<file path="src/include/mhp_defines.svh">
`ifndef MHP_DEFINES_SVH
`define MHP_DEFINES_SVH

// data path widths
`define MHP_BYTE_W          8
`define MHP_ADDR_W          8
`define MHP_NODE_W          16

// receive idle cycles that close a frame
`define MHP_RX_IDLE_LIMIT   63

// every transmitted frame has this many bytes
`define MHP_TX_FRAME_LEN    16
`define MHP_PACE_LOG2       10

// header layout and type codes (low five bits of the type byte)
`define MHP_TYPE_OFS        6
`define MHP_ACK_BIT         4
`define MHP_CMD_PING        5'd1
`define MHP_CMD_ADDR_REQ    5'd3
`define MHP_CMD_ADDR_GRANT  5'd4

`endif

</file>
<file path="src/source/mhp_pkg.sv">
`include "mhp_defines.svh"

package mhp_pkg;

  typedef logic [`MHP_BYTE_W-1:0] byte_t;
  typedef logic [`MHP_ADDR_W-1:0] ram_addr_t;
  typedef logic [`MHP_NODE_W-1:0] node_addr_t;
  typedef logic [4:0]             cmd_t;

  // one stage's access to the frame RAM, all zeros when idle
  typedef struct packed {
    logic      we;
    ram_addr_t addr;
    byte_t     wdata;
  } ram_req_t;

  typedef struct packed {
    node_addr_t src_addr;
    node_addr_t dst_addr;
    byte_t      msg_type;
  } msg_header_t;

  ////////////////////
  // FSM states

  typedef enum logic [2:0] {
    RX_IDLE, RX_ARMED, RX_POP, RX_LOAD, RX_WRITE, RX_GAP, RX_DONE
  } rx_state_e;

  typedef enum logic [2:0] {
    HDR_IDLE, HDR_ADDR, HDR_LOAD, HDR_NEXT, HDR_DONE
  } hdr_state_e;

  typedef enum logic [2:0] {
    BLD_IDLE, BLD_SET, BLD_WRITE, BLD_NEXT, BLD_DONE
  } bld_state_e;

  typedef enum logic [2:0] {
    TX_IDLE, TX_WAIT, TX_ADDR, TX_LOAD, TX_SEND, TX_DONE
  } tx_state_e;

  typedef enum logic [3:0] {
    CTRL_IDLE, CTRL_RX, CTRL_RX_WAIT, CTRL_HDR, CTRL_HDR_WAIT,
    CTRL_BLD, CTRL_BLD_WAIT, CTRL_TX, CTRL_TX_WAIT, CTRL_DONE
  } ctrl_state_e;

endpackage

</file>
<file path="src/source/frame_ram.sv">
`timescale 1ns/1ps
`include "mhp_defines.svh"

module frame_ram
  import mhp_pkg::*;
(
  input  logic     i_clk,
  input  ram_req_t i_rx_req,
  input  ram_req_t i_hdr_req,
  input  ram_req_t i_bld_req,
  input  ram_req_t i_tx_req,
  output byte_t    o_rdata
);

  localparam int DEPTH = 2 ** `MHP_ADDR_W;

  byte_t    mem [DEPTH];
  ram_req_t req;

  // only one stage is active at a time, idle stages drive zeros
  always_comb begin
    req = i_rx_req | i_hdr_req | i_bld_req | i_tx_req;
  end

  // registered read, data one cycle after the address
  always_ff @(posedge i_clk) begin
    if (req.we) begin
      mem[req.addr] <= req.wdata;
    end
    o_rdata <= mem[req.addr];
  end

endmodule

</file>
<file path="src/source/rx_frame_loader.sv">
`timescale 1ns/1ps
`include "mhp_defines.svh"

module rx_frame_loader
  import mhp_pkg::*;
(
  input  logic     i_clk,
  input  logic     i_rst,
  input  logic     i_start,
  input  logic     i_rready,
  input  byte_t    i_rdata,
  output logic     o_rreq,
  output ram_req_t o_ram_req,
  output logic     o_rx_done
);

  localparam int IDLE_W = $clog2(`MHP_RX_IDLE_LIMIT + 1);

  rx_state_e         state;
  ram_addr_t         wr_addr;
  byte_t             wr_data;
  logic [IDLE_W-1:0] idle_cnt;

  always_ff @(posedge i_clk) begin
    if (i_rst) begin
      state    <= RX_IDLE;
      wr_addr  <= '0;
      idle_cnt <= '0;
    end else begin
      case (state)
        RX_IDLE: begin
          wr_addr <= '0;
          if (i_start) begin
            state <= RX_ARMED;
          end
        end
        // wait for the first byte, no timeout yet
        RX_ARMED: if (i_rready) state <= RX_POP;
        RX_POP:   state <= RX_LOAD;
        RX_LOAD:  state <= RX_WRITE;
        RX_WRITE: begin
          wr_addr  <= wr_addr + 1'b1;
          idle_cnt <= '0;
          state    <= i_rready ? RX_POP : RX_GAP;
        end
        RX_GAP: begin
          if (i_rready) begin
            state <= RX_POP;
          end else if (idle_cnt == IDLE_W'(`MHP_RX_IDLE_LIMIT - 1)) begin
            state <= RX_DONE;
          end else begin
            idle_cnt <= idle_cnt + 1'b1;
          end
        end
        default: state <= RX_IDLE;
      endcase
    end
  end

  // fifo data is valid the cycle after the pop
  always_ff @(posedge i_clk) begin
    if (state == RX_LOAD) begin
      wr_data <= i_rdata;
    end
  end

  assign o_rreq    = (state == RX_POP);
  assign o_rx_done = (state == RX_DONE);

  always_comb begin
    o_ram_req = '0;
    if (state == RX_WRITE) begin
      o_ram_req.we    = 1'b1;
      o_ram_req.addr  = wr_addr;
      o_ram_req.wdata = wr_data;
    end
  end

endmodule

</file>
<file path="src/source/header_parser.sv">
`timescale 1ns/1ps
`include "mhp_defines.svh"

module header_parser
  import mhp_pkg::*;
(
  input  logic        i_clk,
  input  logic        i_rst,
  input  logic        i_start,
  input  byte_t       i_rdata,
  output ram_req_t    o_ram_req,
  output msg_header_t o_header,
  output logic        o_done
);

  // src hi/lo, dst hi/lo, type
  localparam logic [2:0] LAST_IDX = 3'd4;

  hdr_state_e state;
  logic [2:0] idx;
  ram_addr_t  rd_addr;

  always_ff @(posedge i_clk) begin
    if (i_rst) begin
      state <= HDR_IDLE;
      idx   <= '0;
    end else begin
      case (state)
        HDR_IDLE: begin
          idx <= '0;
          if (i_start) state <= HDR_ADDR;
        end
        HDR_ADDR: state <= HDR_LOAD;
        HDR_LOAD: state <= HDR_NEXT;
        HDR_NEXT: begin
          idx   <= idx + 1'b1;
          state <= (idx == LAST_IDX) ? HDR_DONE : HDR_ADDR;
        end
        default: state <= HDR_IDLE;
      endcase
    end
  end

  always_ff @(posedge i_clk) begin
    if (state == HDR_LOAD) begin
      case (idx)
        3'd0:    o_header.src_addr[15:8] <= i_rdata;
        3'd1:    o_header.src_addr[7:0]  <= i_rdata;
        3'd2:    o_header.dst_addr[15:8] <= i_rdata;
        3'd3:    o_header.dst_addr[7:0]  <= i_rdata;
        default: o_header.msg_type       <= i_rdata;
      endcase
    end
  end

  assign rd_addr = (idx == LAST_IDX) ? ram_addr_t'(`MHP_TYPE_OFS) : ram_addr_t'(idx);

  // read only, address driven during the address phase
  always_comb begin
    o_ram_req = '0;
    if (state == HDR_ADDR) begin
      o_ram_req.addr = rd_addr;
    end
  end

  assign o_done = (state == HDR_DONE);

endmodule

</file>
<file path="src/source/reply_builder.sv">
`timescale 1ns/1ps
`include "mhp_defines.svh"

module reply_builder
  import mhp_pkg::*;
(
  input  logic        i_clk,
  input  logic        i_rst,
  input  logic        i_start,
  input  msg_header_t i_header,
  output ram_req_t    o_ram_req,
  output ram_addr_t   o_reply_len,
  output logic        o_done
);

  bld_state_e state;
  cmd_t       cmd;
  cmd_t       cmd_q;
  logic       known;
  logic       swap_phase;
  ram_addr_t  idx;
  byte_t      cur_byte;

  ////////////////////
  // reply templates

  function automatic byte_t tpl_byte(cmd_t c, ram_addr_t i);
    logic  grant;
    byte_t b;
    grant = (c == `MHP_CMD_ADDR_GRANT);
    case (i)
      8'd0, 8'd1: b = 8'hff;
      8'd5:       b = grant ? 8'h02 : 8'h01;
      8'd6: begin
        case (c)
          `MHP_CMD_PING:     b = 8'h81;
          `MHP_CMD_ADDR_REQ: b = 8'h83;
          default:           b = 8'h92;
        endcase
      end
      8'd7:       b = grant ? 8'h01 : 8'h00;
      8'd8:       b = grant ? 8'h20 : 8'h00;
      default:    b = 8'h00;
    endcase
    return b;
  endfunction

  // ping is one byte shorter
  function automatic ram_addr_t tpl_len(cmd_t c);
    return (c == `MHP_CMD_PING) ? 8'd10 : 8'd11;
  endfunction

  assign cmd   = i_header.msg_type[4:0];
  assign known = !i_header.msg_type[`MHP_ACK_BIT] &&
                 (cmd == `MHP_CMD_PING || cmd == `MHP_CMD_ADDR_REQ ||
                  cmd == `MHP_CMD_ADDR_GRANT);

  always_ff @(posedge i_clk) begin
    if (i_rst) begin
      state       <= BLD_IDLE;
      swap_phase  <= 1'b0;
      idx         <= '0;
      o_reply_len <= '0;
    end else begin
      case (state)
        BLD_IDLE: begin
          if (i_start) begin
            idx        <= '0;
            swap_phase <= 1'b0;
            cmd_q      <= cmd;
            // ack or unknown type, nothing to send
            o_reply_len <= known ? tpl_len(cmd) : '0;
            state       <= known ? BLD_SET : BLD_DONE;
          end
        end
        BLD_SET:   state <= BLD_WRITE;
        BLD_WRITE: state <= BLD_NEXT;
        BLD_NEXT: begin
          state <= BLD_SET;
          if (swap_phase) begin
            idx <= idx + 1'b1;
            if (idx == 8'd3) state <= BLD_DONE;
          end else if (idx == o_reply_len - 1'b1) begin
            swap_phase <= 1'b1;
            idx        <= '0;
          end else begin
            idx <= idx + 1'b1;
          end
        end
        default: state <= BLD_IDLE;
      endcase
    end
  end

  // swapped addresses go to bytes 0-3, high byte first
  always_comb begin
    case (idx[1:0])
      2'd0:    cur_byte = i_header.dst_addr[15:8];
      2'd1:    cur_byte = i_header.dst_addr[7:0];
      2'd2:    cur_byte = i_header.src_addr[15:8];
      default: cur_byte = i_header.src_addr[7:0];
    endcase
    if (!swap_phase) begin
      cur_byte = tpl_byte(cmd_q, idx);
    end
  end

  always_comb begin
    o_ram_req = '0;
    if (state == BLD_SET || state == BLD_WRITE) begin
      o_ram_req.we    = (state == BLD_WRITE);
      o_ram_req.addr  = idx;
      o_ram_req.wdata = cur_byte;
    end
  end

  assign o_done = (state == BLD_DONE);

endmodule

</file>
<file path="src/source/tx_frame_sender.sv">
`timescale 1ns/1ps
`include "mhp_defines.svh"

module tx_frame_sender
  import mhp_pkg::*;
(
  input  logic      i_clk,
  input  logic      i_rst,
  input  logic      i_start,
  input  ram_addr_t i_reply_len,
  input  logic      i_wready,
  input  byte_t     i_rdata,
  output ram_req_t  o_ram_req,
  output byte_t     o_wdata,
  output logic      o_wvalid,
  output logic      o_done
);

  localparam ram_addr_t LAST_IDX = ram_addr_t'(`MHP_TX_FRAME_LEN - 1);

  tx_state_e                 state;
  ram_addr_t                 idx;
  logic [`MHP_PACE_LOG2-1:0] pace_cnt;
  logic                      pace_stb;

  // free-running pacing counter
  always_ff @(posedge i_clk) begin
    if (i_rst) pace_cnt <= '0;
    else       pace_cnt <= pace_cnt + 1'b1;
  end

  assign pace_stb = &pace_cnt;

  always_ff @(posedge i_clk) begin
    if (i_rst) begin
      state   <= TX_IDLE;
      idx     <= '0;
      o_wdata <= '0;
    end else begin
      case (state)
        TX_IDLE: if (i_start) state <= TX_WAIT;
        // back-pressure only holds off the start
        TX_WAIT: begin
          idx <= '0;
          if (pace_stb && i_wready) state <= TX_ADDR;
        end
        TX_ADDR: state <= TX_LOAD;
        TX_LOAD: begin
          // zero padding past the reply
          o_wdata <= (idx < i_reply_len) ? i_rdata : '0;
          state   <= TX_SEND;
        end
        TX_SEND: begin
          idx   <= idx + 1'b1;
          state <= (idx == LAST_IDX) ? TX_DONE : TX_ADDR;
        end
        default: state <= TX_IDLE;
      endcase
    end
  end

  always_comb begin
    o_ram_req = '0;
    if (state == TX_ADDR) o_ram_req.addr = idx;
  end

  assign o_wvalid = (state == TX_SEND);
  assign o_done   = (state == TX_DONE);

endmodule

</file>
<file path="src/source/mhp_ctrl.sv">
`timescale 1ns/1ps

module mhp_ctrl
  import mhp_pkg::*;
(
  input  logic      i_clk,
  input  logic      i_rst,
  input  logic      i_rx_done,
  input  logic      i_hdr_done,
  input  logic      i_bld_done,
  input  ram_addr_t i_reply_len,
  input  logic      i_tx_done,
  output logic      o_rx_start,
  output logic      o_hdr_start,
  output logic      o_bld_start,
  output logic      o_tx_start,
  output logic      o_done
);

  ctrl_state_e state;

  always_ff @(posedge i_clk) begin
    if (i_rst) begin
      state <= CTRL_IDLE;
    end else begin
      case (state)
        CTRL_IDLE:     state <= CTRL_RX;
        CTRL_RX:       state <= CTRL_RX_WAIT;
        CTRL_RX_WAIT:  if (i_rx_done) state <= CTRL_HDR;
        CTRL_HDR:      state <= CTRL_HDR_WAIT;
        CTRL_HDR_WAIT: if (i_hdr_done) state <= CTRL_BLD;
        CTRL_BLD:      state <= CTRL_BLD_WAIT;
        CTRL_BLD_WAIT: begin
          // empty reply means no transmit
          if (i_bld_done) begin
            state <= (i_reply_len == '0) ? CTRL_DONE : CTRL_TX;
          end
        end
        CTRL_TX:       state <= CTRL_TX_WAIT;
        CTRL_TX_WAIT:  if (i_tx_done) state <= CTRL_DONE;
        // receive is re-armed only after done
        CTRL_DONE:     state <= CTRL_RX;
        default:       state <= CTRL_IDLE;
      endcase
    end
  end

  // one-cycle start pulses
  assign o_rx_start  = (state == CTRL_RX);
  assign o_hdr_start = (state == CTRL_HDR);
  assign o_bld_start = (state == CTRL_BLD);
  assign o_tx_start  = (state == CTRL_TX);
  assign o_done      = (state == CTRL_DONE);

endmodule

</file>
<file path="src/source/mhp_top.sv">
`timescale 1ns/1ps

module mhp_top
  import mhp_pkg::*;
(
  input  logic  i_clk,
  input  logic  i_rst,
  input  logic  i_rready,
  input  byte_t i_rdata,
  output logic  o_rreq,
  input  logic  i_wready,
  output byte_t o_wdata,
  output logic  o_wvalid,
  output logic  o_done
);

  ram_req_t    rx_req;
  ram_req_t    hdr_req;
  ram_req_t    bld_req;
  ram_req_t    tx_req;
  byte_t       ram_rdata;
  msg_header_t header;
  ram_addr_t   reply_len;
  logic        rx_start;
  logic        rx_done;
  logic        hdr_start;
  logic        hdr_done;
  logic        bld_start;
  logic        bld_done;
  logic        tx_start;
  logic        tx_done;

  ////////////////////
  // sequencer

  mhp_ctrl u_ctrl (
    .i_clk(i_clk), .i_rst(i_rst),
    .i_rx_done(rx_done), .i_hdr_done(hdr_done), .i_bld_done(bld_done),
    .i_reply_len(reply_len), .i_tx_done(tx_done),
    .o_rx_start(rx_start), .o_hdr_start(hdr_start),
    .o_bld_start(bld_start), .o_tx_start(tx_start), .o_done(o_done)
  );

  ////////////////////
  // stages and shared RAM

  frame_ram u_ram (
    .i_clk(i_clk), .i_rx_req(rx_req), .i_hdr_req(hdr_req),
    .i_bld_req(bld_req), .i_tx_req(tx_req), .o_rdata(ram_rdata)
  );

  rx_frame_loader u_rx (
    .i_clk(i_clk), .i_rst(i_rst), .i_start(rx_start),
    .i_rready(i_rready), .i_rdata(i_rdata), .o_rreq(o_rreq),
    .o_ram_req(rx_req), .o_rx_done(rx_done)
  );

  header_parser u_hdr (
    .i_clk(i_clk), .i_rst(i_rst), .i_start(hdr_start), .i_rdata(ram_rdata),
    .o_ram_req(hdr_req), .o_header(header), .o_done(hdr_done)
  );

  reply_builder u_bld (
    .i_clk(i_clk), .i_rst(i_rst), .i_start(bld_start), .i_header(header),
    .o_ram_req(bld_req), .o_reply_len(reply_len), .o_done(bld_done)
  );

  tx_frame_sender u_tx (
    .i_clk(i_clk), .i_rst(i_rst), .i_start(tx_start), .i_reply_len(reply_len),
    .i_wready(i_wready), .i_rdata(ram_rdata), .o_ram_req(tx_req),
    .o_wdata(o_wdata), .o_wvalid(o_wvalid), .o_done(tx_done)
  );

endmodule

</file>
<file path="config.mk">
export PLATFORM = sky130hd
export DESIGN_NAME = mhp_top
export DESIGN_NICKNAME = d
export VERILOG_FILES = /design/src/source/mhp_pkg.sv /design/src/source/frame_ram.sv /design/src/source/rx_frame_loader.sv /design/src/source/header_parser.sv /design/src/source/reply_builder.sv /design/src/source/tx_frame_sender.sv /design/src/source/mhp_ctrl.sv /design/src/source/mhp_top.sv
export VERILOG_INCLUDE_DIRS = /design/src /design/src/include
export SDC_FILE = /design/constraint.sdc
export NUM_CORES = 2
export LEC_CHECK = 0
export CAP_MARGIN = 20
export CORE_MARGIN = 2
export CORE_UTILIZATION = 40
export CTS_BUF_LIST = sky130_fd_sc_hd__clkbuf_4 sky130_fd_sc_hd__clkbuf_8 sky130_fd_sc_hd__clkbuf_16
export DETAILED_ROUTE_END_ITERATION = 16
export DONT_BUFFER_PORTS = 1
export SYNTH_ARGS = -nofsm -noshare
export SYNTH_HDL_FRONTEND = slang
export SYNTH_HIERARCHICAL = 1
export SYNTH_SLANG_ARGS = --single-unit
</file>
<file path="constraint.sdc">
create_clock -name i_clk -period 12.2 [get_ports i_clk]
set_input_delay 0.61 -clock i_clk [delete_from_list [all_inputs] [get_ports i_clk]]
set_output_delay 0.61 -clock i_clk [all_outputs]
set_load 0.01 [all_outputs]
</file>
# [Word-level counts from Yosys, hierarchy flattened]
# Memory sizes are Yosys's and may differ from the RTL's. A register that Yosys moved wholly into a read port is not among the register bits.
# Index checks and enable logic that the tools add are counted.
[word_totals] ff_bits=126 ram_bits=2048 in_bits=12 output_inout_bits=11 word_cells=188 mem_count=1
[op_classes] n_addsub=7 magnitude_cmp=1 eq_ne=62 n_mux=55 bitwise_logic=5 n_reduce_logical=36
[mem_list] name="u_ram.mem" words=256 width=8 rd=1 rd_clocked_by_memory_dff=1 wr=1 line_no="frame_ram.sv:17" text="byte_t mem [DEPTH];"
[op_table] cell="two-way mux 8 bit" n=8
[op_table] cell="case mux 8 bit (2 select lines)" n=3
[op_table] cell="two-way mux 3 bit" n=15
[op_table] cell="case mux 8 bit (5 select lines)" n=1
[op_table] cell="case mux 4 bit (9 select lines)" n=1
[op_table] cell="two-way mux 17 bit" n=2
[op_table] cell="bitwise OR 17 x 16 -> 17 bit" n=2
[op_table] cell="== test 3 x 2 -> 1 bit (second input constant)" n=10
[op_table] cell="adder 8 x 1 -> 8 bit (second input constant)" n=3
[op_table] cell="== test 3 bit (second input constant)" n=8
[op_table] cell="== test 8 x 3 -> 1 bit (second input constant)" n=3
[op_table] cell="case mux 3 bit (4 select lines)" n=2
[op_table] cell="case mux 8 bit (3 select lines)" n=1
[op_table] cell="!= test 2 bit (second input constant)" n=11
[op_table] cell="two-way mux 4 bit" n=5
[op_table] cell="two-way mux 6 bit" n=3
[op_table] cell="case mux 3 bit (6 select lines)" n=1
[op_table] cell="bitwise OR 17 bit" n=1
[op_table] cell="== test 4 x 3 -> 1 bit (second input constant)" n=4
[op_table] cell="== test 8 x 4 -> 1 bit (second input constant)" n=2
[op_table] cell="logical NOT 8 bit" n=2
[op_table] cell="AND reduction 2 bit" n=8
[op_table] cell="== test 3 x 1 -> 1 bit (second input constant)" n=5
[op_table] cell="logical NOT 3 bit" n=5
[op_table] cell="other kinds (38)" n=60

# [Longest topological paths before layout]
[logic_depth] ltp_word=9 ltp_mapped=17 depth_no_buf=12

# [Modules after synthesis]
# Netlist, hierarchy kept.
[by_module_without_submodules] mod="frame_ram" instances=1 cells_each=4221 area_each_um2=79643.9 seq_area_each_um2=61659.1
[by_module_without_submodules] mod="header_parser" instances=1 cells_each=109 area_each_um2=1771.7 seq_area_each_um2=1321.3
[by_module_without_submodules] mod="reply_builder" instances=1 cells_each=198 area_each_um2=1519.0 seq_area_each_um2=430.4
[by_module_without_submodules] mod="tx_frame_sender" instances=1 cells_each=171 area_each_um2=1485.2 seq_area_each_um2=580.6
[by_module_without_submodules] mod="rx_frame_loader" instances=1 cells_each=135 area_each_um2=1280.0 seq_area_each_um2=580.6
[by_module_without_submodules] mod="mhp_ctrl" instances=1 cells_each=45 area_each_um2=326.6 seq_area_each_um2=80.1

# [Least setup slack after synthesis]
# OpenSTA, ideal clock, no wires.
[synth_path] kind="reg2reg" start="reg u_bld.idx[7]" end="mem u_ram/mem[0][5] (netlist name) (data pin)" setup_time_ns=0.830 t_arrival_ns=4.667 required_ns=11.370 setup_slack_ns=6.703 stages_incl_launch_ff=6 n_path_buf=0 period_less_slack_ns=5.497 cell_sequence="dfxtp_1 -> or4_4 -> or2_0 -> or3_1 -> a21oi_2 -> or4_1"
[synth_rtl] item="start: declaration" line_no="reply_builder.sv:21" text="ram_addr_t idx;"
[synth_rtl] item="start signal: assignment" line_no="reply_builder.sv:81" text="idx <= idx + 1'b1;"
[synth_rtl] item="start signal: assignment" line_no="reply_builder.sv:87" text="idx <= idx + 1'b1;"
[synth_rtl] item="end: declaration" line_no="frame_ram.sv:17"

==> results.md <==
- RR Endpoint: u_ram/o_rdata[0]$_DFF_P_
- Drt pass-1 iters: 8
- Minimum clock period: 6.79 ns
- Hold Path Depth: 2
- Worst Path Arrival: 7.48 ns
- Commonest cells after routing, fill and taps aside: 2098 x edfxtp_1, 453 x mux2i_1, 360 x nor2_1
- TritonCTS buffer count: 213
- Post-DP Area: 0.0887 mm^2
- Hold Crit Start: i_rst
- Setup Fix Bufs, Post-CTS: 0
- Die area: 0.219 mm^2
- Fmax: 0.147 GHz
- PD cells: 159 mW/mm^2
- Vias in the first global route: 44300
- Largest net degree at the start of global routing: 227
- Number of antenna violations at the first check in global routing: 8
- FF-to-FF path depth: 13
- Final GP Congestion: 0.809
- Top delay family on crit path: buffers and inverters
- Die W: 468 um
- Maximum VDD drop: 110 uV
- Commonest non-fill, non-tap cell in the layout: edfxtp_1
- Via total after detailed routing: 45400
- YS warnings: 6
- Clock Tree Root: clkbuf_16
- Die Ht: 468 um
- DRC violations left: 0
- Final HPWL from detailed placement: 125000 um
- TNS Setup: 0 ns
- Max_cap viols: 0
- I/O Buffers: 0
- Reg-to-reg setup timing slack: 5.41 ns
- Synth Cell Area: 0.0859 mm^2
- Antenna viol nets, final: 0
- Critical path class: flip-flop to flip-flop
- Final non-filler cell area: 0.0958 mm^2
- Slew headroom: 18.2%
- Ports: 23
- DR WL/cell: 27.0 um
- Clk slew on worst S/H paths: 0.06 ns
- Hold Path Sink: u_rx/wr_addr[3]$_SDFFE_PP0P_
- Fin crit share: 55.7%
- # setup viols final: 0
- LEAKAGE: 32.4 nW
- Most frequent CP cell: buf_4
- Worst path max stage delay: 0.95 ns
- Worst slew pin tran: 1.23 ns
- Status: complete, no violations
- Clk_skew: 0.0521 ns
- CP Max Fanout: 67
- Post-Route WL: 213000 um
- Worst skew pair latency: 0.85 ns
- First-pass GRT wire length: 310000 um
- Util after Layout: 44.8%
- Area Overhead vs Synth: 11.4%
- Overflow after GRT: 0
- DRC marker count from the first detailed-route iteration: 5292
- Critical Path Start Type: flip-flop
- Initial core utilization: 40.2%
- Clock H-tree levels: 4
- GRT Total Usage: 19.2%
- CORE AREA: 0.214 mm^2
- CP Capture Type: flip-flop
- Total power: 0.0152 W
- Share of cells above drive strength 1: 15.0%
- RSZ-0062 raised after global routing: false
- Avg Vias per Cell: 5.74
- Core Rows: 170
- Num Clock Sinks: 2176
- Worst min path class: input port to flip-flop
- WP data required: 12.88 ns
- Fin. Hold Viols: 0
- Mapped Cells: 4876
- Clk buf depth: 3
- Critical R2R Launch: u_rx/state[1]$_SDFFE_PP0P_
- CTS tree: yes
- CP Buf/Inv Count: 4
- Syn avg cell area: 17.6 um^2
- Nets: 4936
- Critical-path top delay cell: nor4_2
- Cell chain of the critical path: nand2b_2, nor2_2, buf_4, and2_1, or4_4, buf_4, buf_4, buf_4, mux4_2, a22oi_1, a21oi_1, nor4_2, nor4_1
- Max Slew Vio Count: 0
worst register-to-register path, delay by kind of cell (launching register included):
family	cells	cell delay, ns
buffers and inverters	4	2.87
AOI/OAI and AO/OA	2	0.59
and+or+nand+nor	6	2.28
muxes	1	0.50
DFF	1	0.41
worst max-delay path by stage:
stage / startpoint / end / slack, ns / depth (start not counted)
floorplan: u_bld/idx[7]$_SDFFE_PP0P_ / u_ram/mem[0][5]$_DFFE_PP_ / 6.70 / 5
global placement: u_rx/state[1]$_SDFFE_PP0P_ / u_ram/o_rdata[5]$_DFF_P_ / 4.81 / 13
detailed placement: u_rx/state[1]$_SDFFE_PP0P_ / u_ram/o_rdata[0]$_DFF_P_ / 5.37 / 13
CTS: u_rx/state[1]$_SDFFE_PP0P_ / u_ram/o_rdata[0]$_DFF_P_ / 5.37 / 13
global route: u_rx/state[2]$_SDFFE_PP0P_ / u_ram/o_rdata[0]$_DFF_P_ / 5.04 / 13
finish: u_rx/state[1]$_SDFFE_PP0P_ / u_ram/o_rdata[0]$_DFF_P_ / 5.41 / 13
cell type report:
cell class	instances	area [um^2]
antenna	1	2.50
sequential	2176	64600
clock buffer	277	5890
multi-input combinational	2381	19700
fill	18400	118000
inverter	29	109
timing repair buffer	99	911
clock inverter	114	1040
tap	2838	3550
registers in the layout (all words and copies together) (netlist names):
signal,flops
u_hdr/o_header,37
u_bld/idx,8
u_bld/o_reply_len,2
u_hdr/idx,3
u_ctrl/state,4
u_tx/o_wdata,8
u_rx/wr_data,8
u_tx/pace_cnt,10
u_bld/state,3
u_ram/o_rdata,8
u_tx/state,3
u_rx/state,3
u_hdr/state,3
u_bld/cmd_q,5
u_bld/swap_phase,1
u_tx/idx,8
u_ram/mem,2048
u_rx/idle_cnt,6
u_rx/wr_addr,8
per-stage QoR:
| stage | std cells | hold WS, ns | setup slack [ns] |
|---|---|---|---|
| 3_3_place_gp | 7503 | 0.425 | 4.81 |
| 3_5_place_dp | 7511 | 0.437 | 5.37 |
| 4_1_cts | 7912 | 0.0129 | 5.37 |
| 6_report | 7915 | 0.0825 | 5.41 |
| 5_1_grt | 7914 | 0.0478 | 5.04 |
| 2_1_floorplan | 4901 | 0.418 | 6.70 |
report_power, final:
| part | total [W] | switching [W] | internal (W) |
|---|---|---|---|
| clock | 0.00648 | 0.00278 | 0.00370 |
| sequential | 0.00829 | 0.0000491 | 0.00824 |
| combinational | 0.000447 | 0.000345 | 0.000102 |
| total | 0.0152 | 0.00317 | 0.0120 |
layer usage:
layer,GRT usage (%),vias up,part of all wire [%]
li1,-,19500,-
met5,0,-,0.0056
met3,3.78,350,8.4
met2,29.6,1850,46
met4,5.65,2,2.7
met1,27.7,23700,43
repair_timing:
| action | 4_1_cts | 5_1_grt |
|---|---|---|
| gates resized for setup | 0 | 0 |
| endpoints found under the hold margin | 68 | 0 |
| hold buffers | 10 | 0 |
Power figures use the tool's default switching activity.
